$ cat src/cache_pkg.sv
package cache_pkg;

  // cache geometry
  localparam int ADDR_BITS  = 16;
  localparam int WORD_BITS  = 32;
  localparam int LINE_BYTES = 16;
  localparam int NUM_WAYS   = 4;  // tree plru wants a power of two
  localparam int NUM_SETS   = 8;

  localparam int OFFSET_BITS    = $clog2(LINE_BYTES);
  localparam int SET_BITS       = $clog2(NUM_SETS);
  localparam int TAG_BITS       = ADDR_BITS - SET_BITS - OFFSET_BITS;
  localparam int WORDS_PER_LINE = LINE_BYTES * 8 / WORD_BITS;
  localparam int WAY_BITS       = $clog2(NUM_WAYS);
  localparam int PLRU_BITS      = NUM_WAYS - 1;  // one bit per inner tree node

  typedef logic [ADDR_BITS-1:0]    addr_t;       // byte address
  typedef logic [TAG_BITS-1:0]     tag_t;
  typedef logic [SET_BITS-1:0]     set_idx_t;
  typedef logic [OFFSET_BITS-1:0]  offset_t;     // byte offset inside a line
  typedef logic [WORD_BITS-1:0]    word_t;
  typedef logic [LINE_BYTES*8-1:0] line_t;
  typedef logic [WAY_BITS-1:0]     way_idx_t;
  typedef logic [PLRU_BITS-1:0]    plru_bits_t;  // bit 0 is the root

  typedef struct packed {
    logic valid;
    logic dirty;  // line differs from the lower level
    tag_t tag;
  } tag_entry_t;

  // word request from the higher level
  typedef struct packed {
    addr_t addr;
    word_t wdata;
    logic  we;
  } hc_req_t;

  // line returned by the lower level
  typedef struct packed {
    addr_t addr;
    line_t line;
  } lc_fill_t;

  // line read (we 0) or write-back (we 1) towards the lower level
  typedef struct packed {
    addr_t addr;
    line_t line;
    logic  we;
  } lc_req_t;

  typedef enum logic [2:0] {
    IDLE,
    LOOKUP,
    MISS_REQ,
    EVICT,
    EVICT_WAIT,
    WRITE,
    RESPOND,
    FLUSH
  } ctrl_state_e;

endpackage

$ cat src/plru_policy.sv
`timescale 1ns/1ps

module plru_policy
  import cache_pkg::*;
(
  input  logic     clk_in,
  input  logic     rst_N_in,
  input  set_idx_t cur_set,
  input  logic     touch_en,
  input  way_idx_t touch_way,
  output way_idx_t victim_way
);

  // bit 0 picks the half, bit 1 splits ways 0/1, bit 2 splits ways 2/3
  plru_bits_t tree [NUM_SETS];
  plru_bits_t cur_bits;

  assign cur_bits = tree[cur_set];

  // follow the pointers down to the victim
  assign victim_way = cur_bits[0] ? {1'b1, cur_bits[2]} : {1'b0, cur_bits[1]};

  always_ff @(posedge clk_in) begin
    if (!rst_N_in) begin
      for (int s = 0; s < NUM_SETS; s++) begin
        tree[s] <= '0;
      end
    end else if (touch_en) begin
      tree[cur_set][0] <= ~touch_way[1];  // root points at the other half
      if (touch_way[1]) begin
        tree[cur_set][2] <= ~touch_way[0];
      end else begin
        tree[cur_set][1] <= ~touch_way[0];
      end
    end
  end

  // one touch per lookup, never on consecutive cycles
  assert property (@(posedge clk_in) disable iff (!rst_N_in) touch_en |=> !touch_en);

endmodule

$ cat config.mk
export PLATFORM = sky130hd
export DESIGN_NAME = plru_policy
export DESIGN_NICKNAME = d
export VERILOG_FILES = /design/src/cache_pkg.sv /design/src/plru_policy.sv
export SDC_FILE = /design/constraint.sdc
export NUM_CORES = 1
export LEC_CHECK = 0
export BUFFER_PORTS_ARGS = -buffer_cell sky130_fd_sc_hd__buf_4
export CAP_MARGIN = 25
export CORE_ASPECT_RATIO = 0.7
export CORE_MARGIN = 5
export CORE_UTILIZATION = 36
export DETAILED_ROUTE_END_ITERATION = 10
export GPL_ROUTABILITY_DRIVEN = 0
export MAX_ROUTING_LAYER = met4
export PLACE_DENSITY = 0.58
export SLEW_MARGIN = 15
export SYNTH_ARGS = -nofsm -noshare
export SYNTH_HDL_FRONTEND = slang
export SYNTH_SLANG_ARGS = --single-unit
$ cat constraint.sdc
create_clock -name clk_in -period 1.8 [get_ports clk_in]
set_clock_uncertainty 0.2 [all_clocks]
set_input_delay 0.18 -clock clk_in [delete_from_list [all_inputs] [get_ports clk_in]]
set_output_delay 0.18 -clock clk_in [all_outputs]
set_load 0.05 [all_outputs]
### After elaboration in Yosys (flattened, before gate mapping)

Memories as Yosys holds them, arrays and structs flattened.
Cells that the tools add are included.

| storage, ports and cells | value |
|---|---|
| RAM bits | 24 |
| logic and storage cells | 20 |
| register bits | 0 |
| memories kept | 1 |

Memories:

| memory | depth | width | rd ports | clocked after Yosys merged registers in | write ports | line | RTL |
|---|---|---|---|---|---|---|---|
| tree | 8 | 3 | 1 | 0 | 8 | plru_policy.sv:15 | `plru_bits_t tree [NUM_SETS];` |

| cells by class | value |
|---|---|
| reduce and logical (&&, ||, !) cells | 1 |
| mux-type cells | 16 |
| bitwise logic cells | 2 |

Operators with widths:

| cell | count |
|---|---|
| $mux W1 | 12 |
| $mux W3 | 3 |
| $reduce_or A3 Y1 | 1 |
| $mux W2 | 1 |
| $not A1 Y1 | 2 |

### Logic depth before layout (Yosys ltp)

| depth | value |
|---|---|
| depth in word-level cells | 6 |
| mapped depth | 5 |
| gate-level depth less buffers | 4 |

### Worst setup path before layout

No wires, ideal clock.

| timing path | value |
|---|---|
| path kind | register to output |
| start | memory tree[5][0] (netlist bit) |
| end | output victim_way[0] |
| path slack | -0.472 ns |
| path buffers | 0 |
| arrival | 1.892 ns |
| stages on the path, launching flop included | 5 |
| cells stage by stage | edfxtp_1 -> mux2_2 -> a2bb2oi_4 -> nand3_1 -> o211ai_2 |

| on the way | value |
|---|---|
| cells in the longest elaborated chain, start to end | 2 |

Ends and longest elaborated chain:

| item | line | RTL |
|---|---|---|
| start, declared | plru_policy.sv:15 |  |
| $mem_v2 Z8 W3 | -- |  |
| $mux W2 | plru_policy.sv:21 | `assign victim_way = cur_bits[0] ? {1'b1, cur_bits[2]} : {1'b0, cur_bits[1]};` |
| end, declared | plru_policy.sv:11 | `output way_idx_t victim_way` |

Every way passes these cells.

### Worst setup path in the final report

| timing path | value |
|---|---|
| start | memory tree[6][2] (netlist bit) |
| end | output victim_way[0] |

The elaborated chain is that of the path after synthesis.

==> summary.txt <==
Status
  • Outcome: finished, violations left
  • Failing checks: negative setup slack

Synth
  • Most common library cells after synthesis: edfxtp_1 (24), nand2_1 (18), nor2_1 (18), o21ai_0 (16), nor3_1 (8)
  • Largest cells by area after synthesis: edfxtp_1 (55%), o21ai_0 (6.1%), mux4_1 (6.0%), nand2_1 (5.1%), nor2_1 (5.1%)
  • Syn nets: 125
  • Sequential fraction of the synthesis area: 0.545
  • Synth Flop Type: edfxtp_1
  • Synth unique cells: 24
  • Syn_area_per_cell: 11.3 sq um
  • Post-synth ARST share: 0
  • Synthesized area: 0.00132 sq mm
  • Cells after synthesis: 117
  • Number of flops mapped to enable cells by yosys: 24
  • Most frequent cell after synthesis: edfxtp_1
  • Synth warn: 0
  • Dominant cell type by area after synthesis: edfxtp_1
  • Yosys reg bits: 24
  • Post-synth top area share: 0.545

Cells and area
  • Largest registers: tree (24)
  • Final Cell Area: 0.00148 sq mm
  • Multi-input logic area: 554 sq um
  • FF+latch area: 721 sq um
  • Share of cells above drive strength 1: 0.220
  • Most flop-heavy register: tree
  • Largest register FFs: 24
  • Fin nets: 132
  • Fillcell total: 358
  • Area Overhead vs Synth: 12.3%
  • Antenna diodes: 0

Die
  • Die height: 60.7 microns
  • Die area: 0.00500 sq mm
  • Site Rows: 18
  • Core Area: 0.00354 sq mm
  • Top Ports: 10
  • Initial Utilization: 0.374
  • Width of the die: 82.4 microns

Global routing
  • Via count of the first global-routing pass: 870
  • Gr ovfl total: 0
  • Tot GR Track Use: 0.128
  • First-pass GRT wire length: 4420 microns
  • Largest net degree at the start of global routing: 27
  • Antenna violations before repair: 0

STA
  • RSZ-0062 raised after global routing: true
  • Worst-Margin Slew: 0.331 ns
  • Final min period: 1.99 ns
  • Final setup viols: 1
  • Slew Viols, Final: 0
  • Fmax: 0.502 GHz
  • Setup TNS: -0.194 ns
  • Final WS setup: -0.194 ns
  • Period utilization: 1.11
  • Final hold slack: 0.0356 ns
  • Slew margin rel.: 0.779
  • Final hold vios: 0

Route
  • DRC: 0
  • Drt wl/cell: 15.7 microns
  • Met2 wire length: 1240 microns
  • Vias per cell: 5.27
  • DR iter-0 viols: 50
  • Met1 WL: 1300 microns
  • Drt first pass iters: 4
  • Vias post-DR: 911
  • Final ANT Viol Nets: 0
  • WL final: 2720 microns
  • DR WL met3: 152 microns
  • Top Layer Used: met4

Clock network
  • Inserted Clock Buffers: 3
  • Root buffer cell: clkbuf_8
  • CTS tree: yes
  • H-tree Lvls: 1
  • Clock slew at reported path FFs: 0.09 ns
  • # clock sinks: 24
  • Maximum clock insertion buffer count: 2
  • Post-cts hold buffer count: 0

Placed design
  • Half-perimeter wire length after placement: 1970 microns
  • DP Area: 0.00144 sq mm
  • Pre-CTS setup slack: 0.0116 ns
  • Number of buffers added on ports: 9

Setup path
  • Crit path capture type: output port
  • Worst setup SP type: flip-flop
  • CP arrival: 1.61 ns
  • CP required: 1.42 ns
  • Worst setup path class: flip-flop to output port
  • Peak fanout along the critical path: 1

Job
  • Max-cap violations: 0

Hold path
  • Worst Hold Depth: 2
  • Worst Hold Class: input pin to flip-flop

Pwr
  • Max IR drop VDD: 450 uV
  • LEAKAGE: 0.517 nW
  • PwrDens: 800 mW/mm^2
==> cell families (layout without fill, tap and decap cells) <==
logic type,Yosys count,count (layout),synth area share
AO/OA/AOI/OAI,20,20,0.111
buffers and inverters,11,17,0.0455
flip-flops,24,24,0.545
multiplexers,7,7,0.107
AND/OR/NAND/NOR,55,55,0.191
==> metal layers <==
metal,vias up,track usage
li1,437,-
met5,-,-
met1,448,0.159
met4,0,0.0427
met2,21,0.202
met3,5,0.0356
==> report_power, final <==
part	total [W]	switching (W)	internal (W)
Sequential	0.000655	0.00000928	0.000646
Clock	0.000334	0.000181	0.000153
Combinational	0.000198	0.000116	0.0000826
Total	0.00119	0.000306	0.000882
==> critical path, stage by stage, from the launching register on <==
cell and delay (ns):
edfxtp_1 0.38, mux4_2 0.49, nand2_1 0.08, a32o_2 0.15, o211ai_4 0.08, buf_6 0.16
==> placed cells by master, fill, tap and decap left out, drive strengths merged <==
cell,netlist,final
a21oi,1,1
a2bb2oi,1,1
a32o,1,1
and2b,2,2
and3,1,1
buf,3,12
clkbuf,7,3
clkinv,0,1
edfxtp,24,24
inv,1,1
mux2,2,2
mux2i,1,1
mux4,4,4
nand2,18,18
nand2b,2,2
nand3,4,4
nand4b,1,1
nor2,18,18
nor3,8,8
nor4b,1,1
o211ai,1,1
o21ai,16,16
==> timing repair <==
item,in CTS,in global routing
setup endpoints to repair,2,2
buffers inserted,0,0
hold endpoints to repair,0,0
pin swaps,2,2
gates resized for setup,3,1
==> area by class of cell <==
type	instances	share of cell area
Tap cell	50	0.0422
Clock buffer	3	0.0278
Inverter	1	0.00253
Timing Repair Buffer	12	0.0658
Clock inverter	1	0.00253
Multi-Input combinational cell	82	0.374
Sequential cell	24	0.486
==> final timing paths <==
check	slack, ns	startpoint	to
setup / recovery	-0.19	tree[6][2]	victim_way[0]
hold / removal	0.04	rst_N_in	tree[0][0]
==> through the flow <==
step / utilization / cells / power (W)
floorplan: - / 117 / 0.000813
global placement: 0.407 / 169 / 0.000856
detailed placement: 0.407 / 169 / 0.000862
CTS: 0.421 / 173 / 0.00120
global route: 0.420 / 173 / 0.00123
finish: 0.420 / 173 / 0.00119
No activity file was read; power rests on OpenSTA's default activity.
