### src/cache_pkg.sv
package cache_pkg;

  // cache geometry
  localparam int ADDR_BITS  = 16;
  localparam int WORD_BITS  = 32;
  localparam int LINE_BYTES = 16;
  localparam int NUM_WAYS   = 4;  // tree plru wants a power of two
  localparam int NUM_SETS   = 8;

  localparam int OFFSET_BITS    = $clog2(LINE_BYTES);
  localparam int SET_BITS       = $clog2(NUM_SETS);
  localparam int TAG_BITS       = ADDR_BITS - SET_BITS - OFFSET_BITS;
  localparam int WORDS_PER_LINE = LINE_BYTES * 8 / WORD_BITS;
  localparam int WAY_BITS       = $clog2(NUM_WAYS);
  localparam int PLRU_BITS      = NUM_WAYS - 1;  // one bit per inner tree node

  typedef logic [ADDR_BITS-1:0]    addr_t;       // byte address
  typedef logic [TAG_BITS-1:0]     tag_t;
  typedef logic [SET_BITS-1:0]     set_idx_t;
  typedef logic [OFFSET_BITS-1:0]  offset_t;     // byte offset inside a line
  typedef logic [WORD_BITS-1:0]    word_t;
  typedef logic [LINE_BYTES*8-1:0] line_t;
  typedef logic [WAY_BITS-1:0]     way_idx_t;
  typedef logic [PLRU_BITS-1:0]    plru_bits_t;  // bit 0 is the root

  typedef struct packed {
    logic valid;
    logic dirty;  // line differs from the lower level
    tag_t tag;
  } tag_entry_t;

  // word request from the higher level
  typedef struct packed {
    addr_t addr;
    word_t wdata;
    logic  we;
  } hc_req_t;

  // line returned by the lower level
  typedef struct packed {
    addr_t addr;
    line_t line;
  } lc_fill_t;

  // line read (we 0) or write-back (we 1) towards the lower level
  typedef struct packed {
    addr_t addr;
    line_t line;
    logic  we;
  } lc_req_t;

  typedef enum logic [2:0] {
    IDLE,
    LOOKUP,
    MISS_REQ,
    EVICT,
    EVICT_WAIT,
    WRITE,
    RESPOND,
    FLUSH
  } ctrl_state_e;

endpackage

### src/data_store.sv
`timescale 1ns/1ps

module data_store
  import cache_pkg::*;
(
  input  logic     clk_in,
  input  set_idx_t cur_set,
  input  offset_t  cur_offset,
  input  way_idx_t data_way,
  input  logic     line_we,
  input  logic     word_we,
  input  line_t    line_in,
  input  word_t    word_in,
  output word_t    rd_word,
  output line_t    rd_line
);

  line_t lines [NUM_WAYS][NUM_SETS];
  logic [$clog2(WORDS_PER_LINE)-1:0] word_sel;  // word within the line

  // low offset bits are ignored, accesses are word aligned
  assign word_sel = cur_offset[OFFSET_BITS-1 -: $clog2(WORDS_PER_LINE)];

  assign rd_line = lines[data_way][cur_set];  // whole line for eviction
  assign rd_word = rd_line[word_sel*WORD_BITS +: WORD_BITS];

  always_ff @(posedge clk_in) begin
    if (line_we) begin
      lines[data_way][cur_set] <= line_in;
    end else if (word_we) begin
      // merge one word, rest of the line untouched
      lines[data_way][cur_set][word_sel*WORD_BITS +: WORD_BITS] <= word_in;
    end
  end

endmodule

### config.mk
export PLATFORM = sky130hd
export DESIGN_NAME = data_store
export DESIGN_NICKNAME = d
export VERILOG_FILES = /design/src/cache_pkg.sv /design/src/data_store.sv
export SDC_FILE = /design/constraint.sdc
export NUM_CORES = 2
export LEC_CHECK = 0
export BUFFER_PORTS_ARGS = -buffer_cell sky130_fd_sc_hd__buf_2
export CAP_MARGIN = 30
export CORE_MARGIN = 2
export CORE_UTILIZATION = 40
export CTS_BUF_LIST = sky130_fd_sc_hd__clkbuf_8
export DETAILED_ROUTE_END_ITERATION = 8
export PLACE_DENSITY = 0.51
export SYNTH_ARGS = -nofsm -noshare
export SYNTH_HDL_FRONTEND = slang
export SYNTH_SLANG_ARGS = --single-unit
### constraint.sdc
create_clock -name clk_in -period 7.6 [get_ports clk_in]
set_input_delay 1.52 -clock clk_in [delete_from_list [all_inputs] [get_ports clk_in]]
set_output_delay 1.52 -clock clk_in [all_outputs]
set_load 0.05 [all_outputs]
* After elaboration in Yosys (flattened, before gate mapping)
Memory sizes are Yosys's and may differ from the RTL's.
Index checks and enable logic that the tools add are counted.
** Storage, ports and cells
- Register bits :: 0
- Latch bits :: 0
- Memory bits (writable) :: 4096
- ROM bits :: 0
- Bits of input ports :: 172
- Output and inout bits :: 160
- Logic and storage cells :: 2069
- Memories :: 1
** Operators by class
- Add/subtract/negate cells :: 1
- $mul :: 0
- Div/mod/pow operators :: 0
- Magnitude comparators :: 2
- Eq/ne operators :: 0
- Shifts and indexed selects :: 3
- Multiplexer cells :: 1036
- Bitwise gates (word level) :: 1025
- Reductions and logical operators :: 1
** Memory list
- lines :: words 4, width 1024, read ports 1, clocked after memory_dff 0, wr ports 1, RTL line data_store.sv:18 : line_t lines [NUM_WAYS][NUM_SETS];
** Operator list (number)
- 2-to-1 mux 1024 bit :: 2
- 2-to-1 mux 1 bit :: 1027
- OR 1 bit :: 1024
- demux 128 bit (select 3 bit) :: 2
- 2-to-1 mux 128 bit :: 4
- binary-select mux 128 bit (select 3 bit) :: 1
- variable shift 32 x 34 -> 128 bit (first input constant) :: 1
- indexed part select 128 x 8 -> 32 bit :: 1
- indexed part select 32 x 34 -> 128 bit :: 1
- negation 7 -> 34 bit :: 1
- greater-or-equal comparator 4 bit (second input constant) :: 1
- less-than comparator 4 x 1 -> 1 bit (second input constant) :: 1
- inverter 3 -> 4 bit :: 1
- logical AND 1 bit :: 1

* Depth between registers and ports, before layout
- Word-level depth :: 7
- Depth in mapped cells :: 10
- Depth with buffers taken out :: 6

* Worst setup path after synthesis
OpenSTA, ideal clock, no wires.
- Path type :: input -> output
- Start :: input data_way[1]
- End :: output rd_word[5]
- Arrival time :: 3.920 ns
- Required time :: 6.080 ns
- Setup slack :: 2.160 ns
- Stages on the path :: 9
- Path buffers :: 3
- Cells stage by stage :: buf_2 or4b_1 buf_2 clkbuf_1 o22ai_1 nor4_1 nand2_1 o22ai_1 nor2_1
** On the way
- Word-level cells in the longest chain between the ends :: 5
** RTL lines
- start, declared :: RTL line data_store.sv:9 : input way_idx_t data_way,
- memory (4 x 1024 bit)
- binary-select mux 128 bit (select 3 bit) :: RTL line data_store.sv:24 : assign rd_line = lines[data_way][cur_set];
- 2-to-1 mux 128 bit (not written as such) (2 in a row) :: RTL line data_store.sv:24
- via rd_line[101] :: RTL line data_store.sv:15 : output line_t rd_line
- indexed part select 128 x 8 -> 32 bit :: RTL line data_store.sv:25 : assign rd_word = rd_line[word_sel*WORD_BITS +: WORD_BITS];
- end, declared :: RTL line data_store.sv:14 : output word_t rd_word,
The timed path passes the listed nets, and every way through them passes these cells. The select of a mux whose other input is x is not followed.

* Final worst setup path
- Start :: input cur_set[1]
- End :: output rd_word[4]
** On the way
- Word-level cells in the longest chain between the ends :: 5
** RTL lines
- start, declared :: RTL line data_store.sv:7 : input set_idx_t cur_set,
- inverter 3 -> 4 bit (not written as such) :: RTL line data_store.sv:24
- binary-select mux 128 bit (select 3 bit) :: RTL line data_store.sv:24
- 2-to-1 mux 128 bit (not written as such) (2 in a row) :: RTL line data_store.sv:24
- indexed part select 128 x 8 -> 32 bit :: RTL line data_store.sv:25
No other way between the ends. The select of a mux whose other input is x is not followed.

==> flow_summary_export.csv <==
group,metric,value,unit
status,outcome,"finished, final reports clean",
timing,post-route-min-period,7.20,ns
layout,final_cell_count_no_fill,17800,
synth,synth_edf_count,4096,
placed_design,portBuffers,329,
drt,drt_pass1_iterations,9,
floorplan,coreArea,416000,µm²
synth,yosysSeqAreaShare,73.6,%
placed_design,routabilityCongestion,0.846,
clock_tree,cts_tree,"yes",
floorplan,die_h,650,µm
worst_setup_path,cp-end-kind,"primary output",
clock_tree,cts-resized-gates,0,
clock_tree,cts-root-buf,"clkbuf_8",
power_and_ir_drop,power,46800,µW
timing,max_freq,139,MHz
power_and_ir_drop,clockPowerShare,37.8,%
timing,setup_violations,0,
power_and_ir_drop,power_frac_comb,8.2,%
synth,synth_area_leaders,"edfxtp_1 (74%), mux2i_1 (12%), o22ai_1 (4.0%), o21ai_0 (3.1%), nand2_1 (3.0%)",
global_routing,antenna_found_initial,122,
drt,wire_per_inst,37.3,µm
timing,fin_setup_tns,0,ns
synth,syn_inst,10900,
floorplan,die_area,423000,µm²
synth,syn_avg_cell_area,15.3,µm²
worst_hold_path,hold_class,"input pin to register",
layout,regMostFlops,"lines",
synth,yosysMostFrequentCell,"edfxtp_1",
floorplan,start_util,40.1,%
power_and_ir_drop,p_sw,12000,µW
clock_tree,cts_hold_repair.buffers,0,
layout,nets,11800,
global_routing,grt_pass1_wl,881000,µm
synth,netlist.area_leader.share,73.6,%
global_routing,groute.usage.overall,30.5,%
worst_setup_path,worstPathMaxFanout,24,
clock_tree,clock_path_buffers,4,
worst_setup_path,timing.critical_path.to,"rd_word[4]",
drt,vias,108000,
layout,reg_top3,"lines (4096)",
synth,synthFlopType,"edfxtp_1",
layout,final_layout_size_suffix_gt1_share,15.1,%
clock_tree,path_clk_slew,0.06,ns
power_and_ir_drop,swShare,25.7,%
synth,ys_top_cells_by_count,"edfxtp_1 (4096), mux2i_1 (2048), nand2_1 (1337), o22ai_1 (1055), o21ai_0 (1045)",
drt,detail-route-antenna-nets,0,
layout,syn_to_final_growth,14.4,%
power_and_ir_drop,pwr-share-seq,54.0,%
worst_setup_path,arrival,5.68,ns
drt,totalWireLength,663000,µm
synth,yosys.area.top_type,"edfxtp_1",
drt,via_per_inst,6.05,
global_routing,grt_pass1_vias,104000,
global_routing,grt_max_degree,85,
worst_setup_path,required,6.08,ns
timing,relSlewSlack,22.9,%
floorplan,rows,237,
power_and_ir_drop,powerDensity,245,nW/µm²
clock_tree,cts_setup_buffers,0,
clock_tree,numCtsBuffers,686,
timing,maxSlewViolCount,0,
placed_design,dp_cells,16400,
clock_tree,cts.sinks,4096,
worst_setup_path,crit_type,"input pin to primary output",
power_and_ir_drop,p_int,34800,µW
timing,fin_crit_sh,94.7,%
drt,drc,0,
timing,grt_setup_unrepaired,"false",
synth,yosysWarningCount,0,
layout,largest_reg_flops,4096,
floorplan,io_pins,332,
drt,drt_iter0_markers,14500,
worst_hold_path,worstHoldPathCells,3,
worst_setup_path,startpoint_type,"input pin",
worst_setup_path,startpoint,"cur_set[1]",
placed_design,hpwl,406000,µm
synth,synth-async-reset-ratio,0,%
timing,final-hold-violation-count,0,
global_routing,globalRoute.totalOverflow,0,
floorplan,die_width,650,µm
flow_run,drv_cap,0,
synth,synth_seq_cells,4096,
synth,syn_nets,11100,
power_and_ir_drop,peakVddDrop,0.171,mV
synth,synth.distinct_cells,34,
clock_tree,ctsHtreeMaxLevel,6,
power_and_ir_drop,leakagePower,0.0692,µW
synth,synth.cell_area,167000,µm²
timing,worst_pin_slew,1.16,ns
[worst min-delay path by stage]
stage / startpoint / end / slack (ns)
after floorplan: line_in[63] / lines[0][831]$_DFFE_PP_ / 1.96
after global placement: line_in[3] / lines[2][643]$_DFFE_PP_ / 2.01
after detailed placement: line_in[79] / lines[1][335]$_DFFE_PP_ / 2.05
after CTS: line_in[79] / lines[1][591]$_DFFE_PP_ / 0.66
after global routing: line_in[88] / lines[3][600]$_DFFE_PP_ / 0.79
final: line_in[79] / lines[1][591]$_DFFE_PP_ / 0.78
[power groups by stage]
stage / Sequential (µW) / Combinational [µW] / Clock, µW
global placement: 25700 / 3680 / 0
CTS: 25300 / 3760 / 17900
global route: 25300 / 3930 / 18900
finish: 25300 / 3830 / 17700
floorplan: 25700 / 2070 / 0
detailed placement: 25700 / 3750 / 0
[kinds of logic (layout without fill, tap and decap cells)]
kind of cell,Yosys count,count (layout),synth area share [%]
buf+inv,833,2044,2.26
compound gates,2109,2109,7.11
mux,2048,2048,12.3
simple gates,1843,1843,4.69
flops,4096,4096,73.6
other cells,0,135,0
fa+ha+maj,5,5,0.0374
[worst max-delay path, stage by stage]
cell and delay, ns:
buf_2 0.42, or4b_4 0.78, buf_4 0.55, o22ai_1 0.16, nor4_1 0.33, nand2_1 0.46
o22ai_1 0.81, buf_4 0.32, nor2_1 0.08, buf_2 0.21
[stage by stage]
stage	area [µm²]	hold slack [ns]	util, %	worst slack [ns]
CTS	191000	0.656	45.8	0.661
floorplan	167000	1.96	-	2.16
finish	191000	0.776	45.9	0.402
global route	191000	0.794	45.9	0.592
detailed placement	179000	2.05	42.9	0.663
global placement	178000	2.01	42.7	0.650
[cell usage in the layout, fill, tap and decap left out, drive strengths merged]
cell and count:
nand4b 4, o22ai 1056, diode 135, and2 4, nand2 1350, or2 5, nor2 163, inv 252
ha 5, clkbuf 696, buf 851, edfxtp 4096, or4b 4, or4 1, bufinv 5, and3 3
nor2b 1, clkinvlp 15, and3b 2, nor3b 3, nor4 257, nand4 1, nand2b 2, o21ai 1053
nand4bb 6, nor3 8, nand3 29, clkinv 225, mux2i 2048
[per-layer routing]
metal,global-route usage (%),vias to the layer above,routed length (µm)
li1,-,44300,-
met1,39.9,55300,257000
met2,47.0,6642,300000
met3,7.59,1347,69400
met4,15.8,42,36100
met5,0,-,400
[area by class of cell]
| class | instances | area, µm² |
|---|---|---|
| Multi-Input combinational cell | 6005 | 41600 |
| Fill cell | 36500 | 225000 |
| Tap cell | 5497 | 6880 |
| Clock inverter | 495 | 2380 |
| Clock buffer | 695 | 9570 |
| Inverter | 2 | 7.51 |
| Sequential cell | 4096 | 123000 |
| Antenna cell | 135 | 338 |
| Timing Repair Buffer | 852 | 7340 |
Note: power is estimated with default switching activity, not from simulation.
