### src/cache_pkg.sv
package cache_pkg;

  // cache geometry
  localparam int ADDR_BITS  = 16;
  localparam int WORD_BITS  = 32;
  localparam int LINE_BYTES = 16;
  localparam int NUM_WAYS   = 4;  // tree plru wants a power of two
  localparam int NUM_SETS   = 8;

  localparam int OFFSET_BITS    = $clog2(LINE_BYTES);
  localparam int SET_BITS       = $clog2(NUM_SETS);
  localparam int TAG_BITS       = ADDR_BITS - SET_BITS - OFFSET_BITS;
  localparam int WORDS_PER_LINE = LINE_BYTES * 8 / WORD_BITS;
  localparam int WAY_BITS       = $clog2(NUM_WAYS);
  localparam int PLRU_BITS      = NUM_WAYS - 1;  // one bit per inner tree node

  typedef logic [ADDR_BITS-1:0]    addr_t;       // byte address
  typedef logic [TAG_BITS-1:0]     tag_t;
  typedef logic [SET_BITS-1:0]     set_idx_t;
  typedef logic [OFFSET_BITS-1:0]  offset_t;     // byte offset inside a line
  typedef logic [WORD_BITS-1:0]    word_t;
  typedef logic [LINE_BYTES*8-1:0] line_t;
  typedef logic [WAY_BITS-1:0]     way_idx_t;
  typedef logic [PLRU_BITS-1:0]    plru_bits_t;  // bit 0 is the root

  typedef struct packed {
    logic valid;
    logic dirty;  // line differs from the lower level
    tag_t tag;
  } tag_entry_t;

  // word request from the higher level
  typedef struct packed {
    addr_t addr;
    word_t wdata;
    logic  we;
  } hc_req_t;

  // line returned by the lower level
  typedef struct packed {
    addr_t addr;
    line_t line;
  } lc_fill_t;

  // line read (we 0) or write-back (we 1) towards the lower level
  typedef struct packed {
    addr_t addr;
    line_t line;
    logic  we;
  } lc_req_t;

  typedef enum logic [2:0] {
    IDLE,
    LOOKUP,
    MISS_REQ,
    EVICT,
    EVICT_WAIT,
    WRITE,
    RESPOND,
    FLUSH
  } ctrl_state_e;

endpackage

### src/req_capture.sv
`timescale 1ns/1ps

module req_capture
  import cache_pkg::*;
(
  input  logic     clk_in,
  input  logic     rst_N_in,
  input  logic     capture_en,
  input  logic     hc_valid_in,
  input  hc_req_t  hc_req_in,
  input  logic     lc_valid_in,
  input  lc_fill_t lc_fill_in,
  input  logic     flush_in,
  output logic     hc_valid,
  output hc_req_t  hc_req,
  output logic     lc_valid,
  output lc_fill_t lc_fill,
  output logic     flush,
  output set_idx_t cur_set,
  output tag_t     cur_tag,
  output offset_t  cur_offset
);

  addr_t cur_addr;

  always_ff @(posedge clk_in) begin
    if (!rst_N_in) begin
      hc_valid <= 1'b0;
      lc_valid <= 1'b0;
      flush    <= 1'b0;
    end else if (capture_en) begin
      hc_valid <= hc_valid_in;
      lc_valid <= lc_valid_in;
      flush    <= flush_in;
    end
  end

  // payload frozen while the controller is busy
  always_ff @(posedge clk_in) begin
    if (capture_en) begin
      hc_req  <= hc_req_in;
      lc_fill <= lc_fill_in;
    end
  end

  // fill address when a fill is held, else the request
  assign cur_addr = lc_valid ? lc_fill.addr : hc_req.addr;
  assign {cur_tag, cur_set, cur_offset} = cur_addr;

endmodule

### config.mk
export PLATFORM = sky130hd
export DESIGN_NAME = req_capture
export DESIGN_NICKNAME = d
export VERILOG_FILES = /design/src/cache_pkg.sv /design/src/req_capture.sv
export SDC_FILE = /design/constraint.sdc
export NUM_CORES = 1
export LEC_CHECK = 0
export BUFFER_PORTS_ARGS = -buffer_cell sky130_fd_sc_hd__buf_4
export CAP_MARGIN = 30
export CORE_AREA = 2 2 160 162
export CTS_BUF_LIST = sky130_fd_sc_hd__clkbuf_4
export DETAILED_ROUTE_END_ITERATION = 12
export DIE_AREA = 0 0 162 164
export SYNTH_ARGS = -nofsm -noshare
export SYNTH_HDL_FRONTEND = slang
export SYNTH_SLANG_ARGS = --single-unit
### constraint.sdc
create_clock -name clk_in -period 2.5 [get_ports clk_in]
set_clock_uncertainty 0.05 [all_clocks]
set_input_delay 0.125 -clock clk_in [delete_from_list [all_inputs] [get_ports clk_in]]
set_output_delay 0.125 -clock clk_in [all_outputs]
set_load 0.02 [all_outputs]
# Word-level counts from Yosys, hierarchy flattened
# Index checks and enable logic that the tools add are counted.
[classes] muxes=1
[op_table] cell="two-way mux 16 bit" n=1
[word_totals] reg_bits=196 out_inout_bits=212 wordCells=9

# Longest topological paths before layout
# Gate-level depths: netlist of the first run.
[logic_depth] depth_word=1 mapped_depth=3 mapped_depth_nobuf=2

# Worst setup path after synthesis of the first run
# OpenSTA, ideal clock, no wires.
[synth_path] path_type="flip-flop to output port" from="reg lc_valid" to="out cur_offset[3]" t_arrival_ns=1.074 path_slack_ns=1.251 stages_incl_launch_ff=4 cell_sequence="dfxtp_1 buf_6 buf_12 mux2_4"
[synth_via] elab_chain_len=1
[synth_rtl] element="from (decl)" line_no="req_capture.sv:16" source="output logic lc_valid,"
[synth_rtl] element="from (signal assigned)" line_no="req_capture.sv:33" source="lc_valid <= lc_valid_in;"
[synth_rtl] element="two-way mux 16 bit" line_no="req_capture.sv:47" source="assign cur_addr = lc_valid ? lc_fill.addr : hc_req.addr;"
[synth_rtl] element="to (decl)" line_no="req_capture.sv:21" source="output offset_t cur_offset"
# Every way passes these cells.

# Final worst setup path of the first run
[layout_path] from="reg lc_valid" to="out cur_offset[0]"
# The elaborated chain is that of the path after synthesis.

==> results.json, run 1 <==
{
  "status": "complete, no violations",
  "timing.critical_path.fanout_max": 17,
  "gp_congestion": 0.776,
  "first_global_vias": 5035,
  "period_minus_slack_ns": 1.96,
  "antenna_found_initial": 0,
  "synth.net_count": 419,
  "hold_viol_final": 0,
  "area.growth.synth_to_final_pct": 94.7,
  "finalCritPeriodShare_pct": 78.4,
  "synth-warning-count": 0,
  "dr_total_vias": 4610,
  "finalSetupTns_ns": 0,
  "chipWidth_um": 162,
  "path_depth": 3,
  "synth.lib_cells_used.distinct": 8,
  "grt_start_max_net_pins": 62,
  "ys_seq_area_share_pct": 95.2,
  "routed_wl_mm": 19.2,
  "r2r_slack_ns": 1.28,
  "fp.coreArea_mm2": 0.0248,
  "die_area_mm2": 0.0266,
  "grt_pass1_wl_mm": 27.0,
  "global_route.overflow_total": 0,
  "worst_setup_hold_path_clk_slew_ns": 0.16,
  "max_cap_viol_count": 0,
  "filler_cell_count": 2091,
  "htree_num_levels": 4,
  "worst_ir_drop_vdd_v": 0.000359,
  "crit_end": "cur_offset[0]",
  "fp.dieH_um": 164,
  "startpoint_type": "register",
  "std_cell_rows": 58,
  "design_area_mm2": 0.0120,
  "worstReg2RegEnd": "hc_valid",
  "drt_iter0_markers": 230,
  "setup.worst_path.start": "lc_valid",
  "path_delay_family": "buffers and inverters",
  "clock_sink_count": 196,
  "rr_startpoint": "hc_valid",
  "synth_area_per_cell_um2": 28.0,
  "cpMostUsedCell": "sky130_fd_sc_hd__buf_4",
  "timing.slew.headroom_pct": 64.2,
  "whs_path_depth": 1,
  "number_of_design_rule_violations_left_after_detail_routing": 0,
  "hp-class": "input pin to register",
  "postPlaceCellArea_mm2": 0.00969,
  "cp_num_buf_inv": 2,
  "rsz0062_at_grt": "no",
  "antenna-diode-count": 0,
  "crit_path_max_incr_delay_ns": 0.41,
  "num_io_pins": 411,
  "port_buffers": 410,
  "instance_count_of_the_mapped_netlist": 220,
  "max_freq_mhz": 511,
  "final-setup-viol-count": 0,
  "crit_required_ns": 2.33,
  "initial_core_util_pct": 24.8,
  "setup.worst_path.end_class": "output pin",
  "syn-cell-area_mm2": 0.00615,
  "drv_slew": 0,
  "worstSetupPathType": "register to output pin",
  "worstPathCellList": "buf_4 -> mux2_2 -> buf_4",
  "worst_ep_arrival_time_ns": 1.78,
  "clock_insertion_delay_worst_skew_ns": 0.53,
  "drive_above_1_share_pct": 53.8,
  "num-nets-final": 1051,
  "pwr_density_cell_mw_per_mm2": 605,
  "cpMaxStageDelayCell": "sky130_fd_sc_hd__mux2_2",
  "grt_usage_pct": 13.6,
  "ant_nets": 0,
  "drt-pass1-iter-count": 4,
  "detail_routed_net_length_per_standard_cell_um": 16.1,
  "cts_tree": "done",
  "reg2regPathDepth": 3,
  "clk_path_buf_depth": 2,
  "cts_root_buffer": "sky130_fd_sc_hd__clkbuf_4",
  "postSynthRegisterBits": 196,
  "worst-slew-pin-transition_ns": 0.537,
  "total_leakage_power_nw": 5.04,
  "sum_of_net_half_perimeters_after_detailed_placement_mm": 13.2,
  "drt-vias-per-instance": 3.86,
  "cts-buffers-inserted": 17
}
## worst min-delay path by stage
stage / from / to
floorplan: hc_req_in[0] / hc_req[0]
global route: capture_en / hc_req[31]
global placement: lc_fill_in[18] / lc_fill[18]
finish: capture_en / hc_req[31]
detailed placement: lc_fill_in[49] / lc_fill[49]
CTS: capture_en / hc_req[41]
## worst reg2reg max path: stages, from the launching register on
cell and delay [ns]:
sky130_fd_sc_hd__dfxtp_1 0.34, sky130_fd_sc_hd__mux2i_1 0.14, sky130_fd_sc_hd__nor2b_1 0.06, sky130_fd_sc_hd__dlygate4sd3_1 0.54
## through the flow
stage	util (%)	worst slack [ns]	total power (W)	cells	hold slack (ns)
finish	48.3	0.541	0.00725	1195	0.0882
global route	48.3	0.421	0.00755	1195	0.0462
CTS	48.3	0.479	0.00732	1195	0.0332
detailed placement	39.1	1.12	0.00525	966	0.254
global placement	39.1	1.10	0.00524	966	0.253
floorplan	-	1.25	0.00448	220	0.174
## cells in the mapped netlist (all sizes together)
library cell | n | area, µm²
mux2i | 3 | 30.0
edfxtp | 193 | 5800
dfxtp | 3 | 60.1
mux2 | 16 | 218
nor2b | 3 | 18.8
buf | 2 | 31.3
## layout make-up
cell class,instances,area [µm²],area share [%]
Clock buffer,17,128,1.07
Sequential cell,196,5860,48.9
Clock inverter,15,190,1.59
Timing Repair Buffer,615,5130,42.8
Tap cell,330,413,3.45
Multi-Input combinational cell,22,267,2.22
## kinds of logic (layout without fill, tap and decap cells)
kind of cell,Yosys count,in the layout,synth area share (%)
buffers and inverters,2,647,0.508
and+or+nand+nor,3,3,0.305
muxes,19,19,4.03
DFF,196,196,95.2
## report_power, final
group	switching, W	internal [W]
clock network	0.00117	0.000648
logic	0.000680	0.000772
registers	0.0000877	0.00389
## routing by layer
| layer | wire length (µm) | vias up | global-route usage (%) |
|---|---|---|---|
| li1 | - | 2158 | - |
| met1 | 6770 | 2179 | 14.0 |
| met2 | 10300 | 252 | 25.4 |
| met3 | 1810 | 21 | 5.45 |
| met4 | 306 | 0 | 3.94 |
| met5 | 0 | - | 0 |
## placed cells by master, fill, tap and decap left out
| cell | netlist | routed |
|---|---|---|
| sky130_fd_sc_hd__bufinv_16 | 0 | 2 |
| sky130_fd_sc_hd__buf_12 | 1 | 1 |
| sky130_fd_sc_hd__mux2_2 | 6 | 6 |
| sky130_fd_sc_hd__inv_6 | 0 | 4 |
| sky130_fd_sc_hd__mux2_4 | 10 | 10 |
| sky130_fd_sc_hd__mux2i_1 | 3 | 3 |
| sky130_fd_sc_hd__edfxtp_1 | 193 | 193 |
| sky130_fd_sc_hd__buf_4 | 0 | 416 |
| sky130_fd_sc_hd__clkinv_4 | 0 | 1 |
| sky130_fd_sc_hd__dlygate4sd3_1 | 0 | 197 |
| sky130_fd_sc_hd__clkinv_2 | 0 | 1 |
| sky130_fd_sc_hd__inv_8 | 0 | 4 |
| sky130_fd_sc_hd__dfxtp_1 | 3 | 3 |
| sky130_fd_sc_hd__clkbuf_4 | 0 | 17 |
| sky130_fd_sc_hd__clkinv_1 | 0 | 1 |
| sky130_fd_sc_hd__clkbuf_8 | 0 | 1 |
| sky130_fd_sc_hd__clkinv_8 | 0 | 2 |
| sky130_fd_sc_hd__nor2b_1 | 3 | 3 |
## registers in the layout (all words and copies together) (netlist names)
| signal | count |
|---|---|
| lc_fill | 144 |
| hc_req | 49 |
| flush | 1 |
| hc_valid | 1 |
| lc_valid | 1 |
## what timing repair did
action / CTS / global route
setup buffers: 0 / 0
hold buffers: 197 / 0
gates resized for setup: 0 / 0
endpoints found under the hold margin: 196 / 0
(Power assumes the default switching activity.)
==> run 2: changes to the inputs <==
==> constraint.sdc (replaced) <==
create_clock -name clk_in -period 1.7 [get_ports clk_in]
set_clock_uncertainty 0.05 [all_clocks]
set_input_delay 0.085 -clock clk_in [delete_from_list [all_inputs] [get_ports clk_in]]
set_output_delay 0.085 -clock clk_in [all_outputs]
set_load 0.02 [all_outputs]
==> run 2 against run 1 <==
  * The flow now finishes with violations (setup timing)
  * Via count up 1.7%
  * Setup slack worse by 0.56 ns
  * Largest power group unchanged
  * Total power up 45%
  * Critical endpoint is now cur_tag[4]
  * Sequential cell count unchanged
  * Cell count up 0.42%
  * Non-clock buffer count up 5
  * Critical path depth unchanged
  * Utilization up 0.63 points
  * Register-to-register slack worse by 0.78 ns
==> results.json, run 2 (same netlist as run 1, synthesis figures left out) <==
{
  "chipWidth_um": 162,
  "multiInputGateArea_um2": 289,
  "path_delay_family": "flip-flops",
  "fp.dieH_um": 164,
  "status": "finished with violations",
  "htree_num_levels": 4,
  "max_cap_viol_count": 0,
  "grt_usage_pct": 14.2,
  "flip_flop_count_of_the_largest_register_all_copies_and_words_added": 144,
  "final_cell_mix": "399 x sky130_fd_sc_hd__buf_4, 198 x sky130_fd_sc_hd__dlygate4sd3_1, 193 x sky130_fd_sc_hd__edfxtp_1, 18 x sky130_fd_sc_hd__clkbuf_4",
  "area.growth.synth_to_final_pct": 97.2,
  "place.detailed.instances": 968,
  "timing.slew.headroom_pct": 77.3,
  "biggestRegsByFlops": "lc_fill (144), hc_req (49)",
  "setup.worst_path.end_class": "output pin",
  "clock_insertion_delay_worst_skew_ns": 0.53,
  "grt_pass1_wl_mm": 28.5,
  "worstHoldStart": "lc_fill_in[100]",
  "cell_internal_pwr_w": 0.00759,
  "die_area_mm2": 0.0266,
  "fp.coreArea_mm2": 0.0248,
  "drt-pass1-iter-count": 4,
  "port_buffers": 410,
  "failed_checks": "setup timing",
  "p_clk_share_pct": 23.0,
  "num_io_pins": 411,
  "reg2regPathDepth": 3,
  "number_of_design_rule_violations_left_after_detail_routing": 0,
  "power_frac_comb_pct": 21.1,
  "pwr_density_cell_mw_per_mm2": 863,
  "global_route.overflow_total": 0,
  "filler_cell_count": 2099,
  "min_to": "lc_fill[100]",
  "hold_viol_final": 0,
  "drt_iter0_markers": 251,
  "timing.critical_path.fanout_max": 8,
  "startpoint_type": "register",
  "rsz0062_at_grt": "yes",
  "routed_wl_mm": 20.1,
  "most_common_cell_after_layout_fill_and_taps_aside": "sky130_fd_sc_hd__buf_4",
  "path_depth": 3,
  "hp-class": "input pin to register",
  "period_minus_slack_ns": 1.72,
  "worst_setup_hold_path_clk_slew_ns": 0.19,
  "num-nets-final": 1056,
  "postPlaceCellArea_mm2": 0.00974,
  "cts-buffers-inserted": 17,
  "worst_ir_drop_vdd_v": 0.000419,
  "detail_routed_net_length_per_standard_cell_um": 16.7,
  "sum_of_net_half_perimeters_after_detailed_placement_mm": 13.4,
  "part_of_the_power_in_registers_pct": 56.0,
  "ff_latch_area_mm2": 0.00586,
  "final-setup-viol-count": 9,
  "cp_num_buf_inv": 2,
  "p_sw_w": 0.00289,
  "max_freq_mhz": 580,
  "antenna-diode-count": 0,
  "whs_path_depth": 2,
  "ant_nets": 0,
  "std_cell_rows": 58,
  "switching_share_pct": 27.5,
  "fin_ws_ns": -0.0232,
  "worstSetupPathType": "register to output pin",
  "worst-slew-pin-transition_ns": 0.341,
  "clock_sink_count": 196,
  "pre_cts_slack_ns": 0.498,
  "fin_worst_hold_slack_ns": 0.180,
  "finalCoreUtilization_pct": 48.9,
  "drv_slew": 0,
  "regMostFlops": "lc_fill",
  "initial_core_util_pct": 24.8,
  "worst_ep_arrival_time_ns": 1.59,
  "clk_path_buf_depth": 2,
  "cts_tree": "done",
  "first_global_vias": 5246,
  "crit_path_max_incr_delay_ns": 0.43,
  "cpMaxStageDelayCell": "sky130_fd_sc_hd__dfxtp_4",
  "finalCritPeriodShare_pct": 101,
  "total_leakage_power_nw": 5.11,
  "drt-vias-per-instance": 3.91,
  "fin_cells": 1200,
  "grt_start_max_net_pins": 46,
  "drive_above_1_share_pct": 54.0,
  "design_area_mm2": 0.0121,
  "worstReg2RegEnd": "flush",
  "gp_congestion": 0.773,
  "worstPathCellList": "clkbuf_16 -> mux2_4 -> buf_6",
  "dr_total_vias": 4687,
  "cts_root_buffer": "sky130_fd_sc_hd__clkbuf_4",
  "rr_startpoint": "flush",
  "r2r_slack_ns": 0.50,
  "crit_required_ns": 1.56,
  "antenna_found_initial": 0
}
-- run 2: changes by cell type in the layout (fill, tap and decap cells not counted), moves of 2 or more --
cell / previous run / this run
sky130_fd_sc_hd__buf_4: 416 / 399
sky130_fd_sc_hd__buf_6: 0 / 16
sky130_fd_sc_hd__mux2_2: 6 / 0
sky130_fd_sc_hd__mux2_4: 10 / 16
sky130_fd_sc_hd__buf_12: 1 / 4
sky130_fd_sc_hd__bufinv_16: 2 / 0
sky130_fd_sc_hd__clkbuf_16: 0 / 2
-- run 2: per-stage QoR --
stage | TNS [ns] | total power [W]
floorplan | 0 | 0.00658
global placement | 0 | 0.00772
detailed placement | 0 | 0.00774
CTS | -1.52 | 0.0106
global route | -1.88 | 0.0109
finish | -0.170 | 0.0105
-- run 2: how the worst max path moves through the flow --
stage	startpoint	to	slack, ns
6_report	lc_valid	cur_tag[4]	-0.02
5_1_grt	lc_valid	cur_tag[5]	-0.13
4_1_cts	lc_valid	cur_tag[8]	-0.14
3_5_place_dp	lc_valid	cur_tag[8]	0.50
3_3_place_gp	lc_valid	cur_tag[8]	0.50
2_1_floorplan	lc_valid	cur_offset[3]	0.49
-- run 2: what timing repair did --
action | in CTS | in global routing
pin swaps | 0 | 0
gates resized for setup | 11 | 14
setup buffers | 0 | 0
gates cloned | 0 | 2
hold buffers | 198 | 0
setup endpoints to repair | 16 | 17
endpoints found under the hold margin | 224 | 0
-- run 2: power groups by stage --
stage	clock [W]	combinational [W]	sequential, W
3_3_place_gp	0	0.00177	0.00595
4_1_cts	0.00253	0.00217	0.00586
6_report	0.00241	0.00221	0.00586
3_5_place_dp	0	0.00178	0.00596
5_1_grt	0.00269	0.00231	0.00591
2_1_floorplan	0	0.000138	0.00645
-- run 2: area by class of cell --
| type | count | share of cell area (%) |
|---|---|---|
| multi-input combinational | 22 | 2.38 |
| timing repair buffer | 620 | 43.7 |
| tap | 330 | 3.40 |
| sequential | 196 | 48.3 |
| clock buffer | 18 | 1.11 |
| clock inverter | 14 | 1.13 |
-- run 2: layer usage --
metal  GRT usage (%)  share of wire (%)  vias to the layer above  wire (µm)
li1                -                  -                     2165          -
met1            14.7                 34                     2236       6790
met2            25.9                 54                      259      10900
met3            5.86                9.8                       27       1960
met4            5.43                2.3                        0        459
met5               0                  0                        -          0
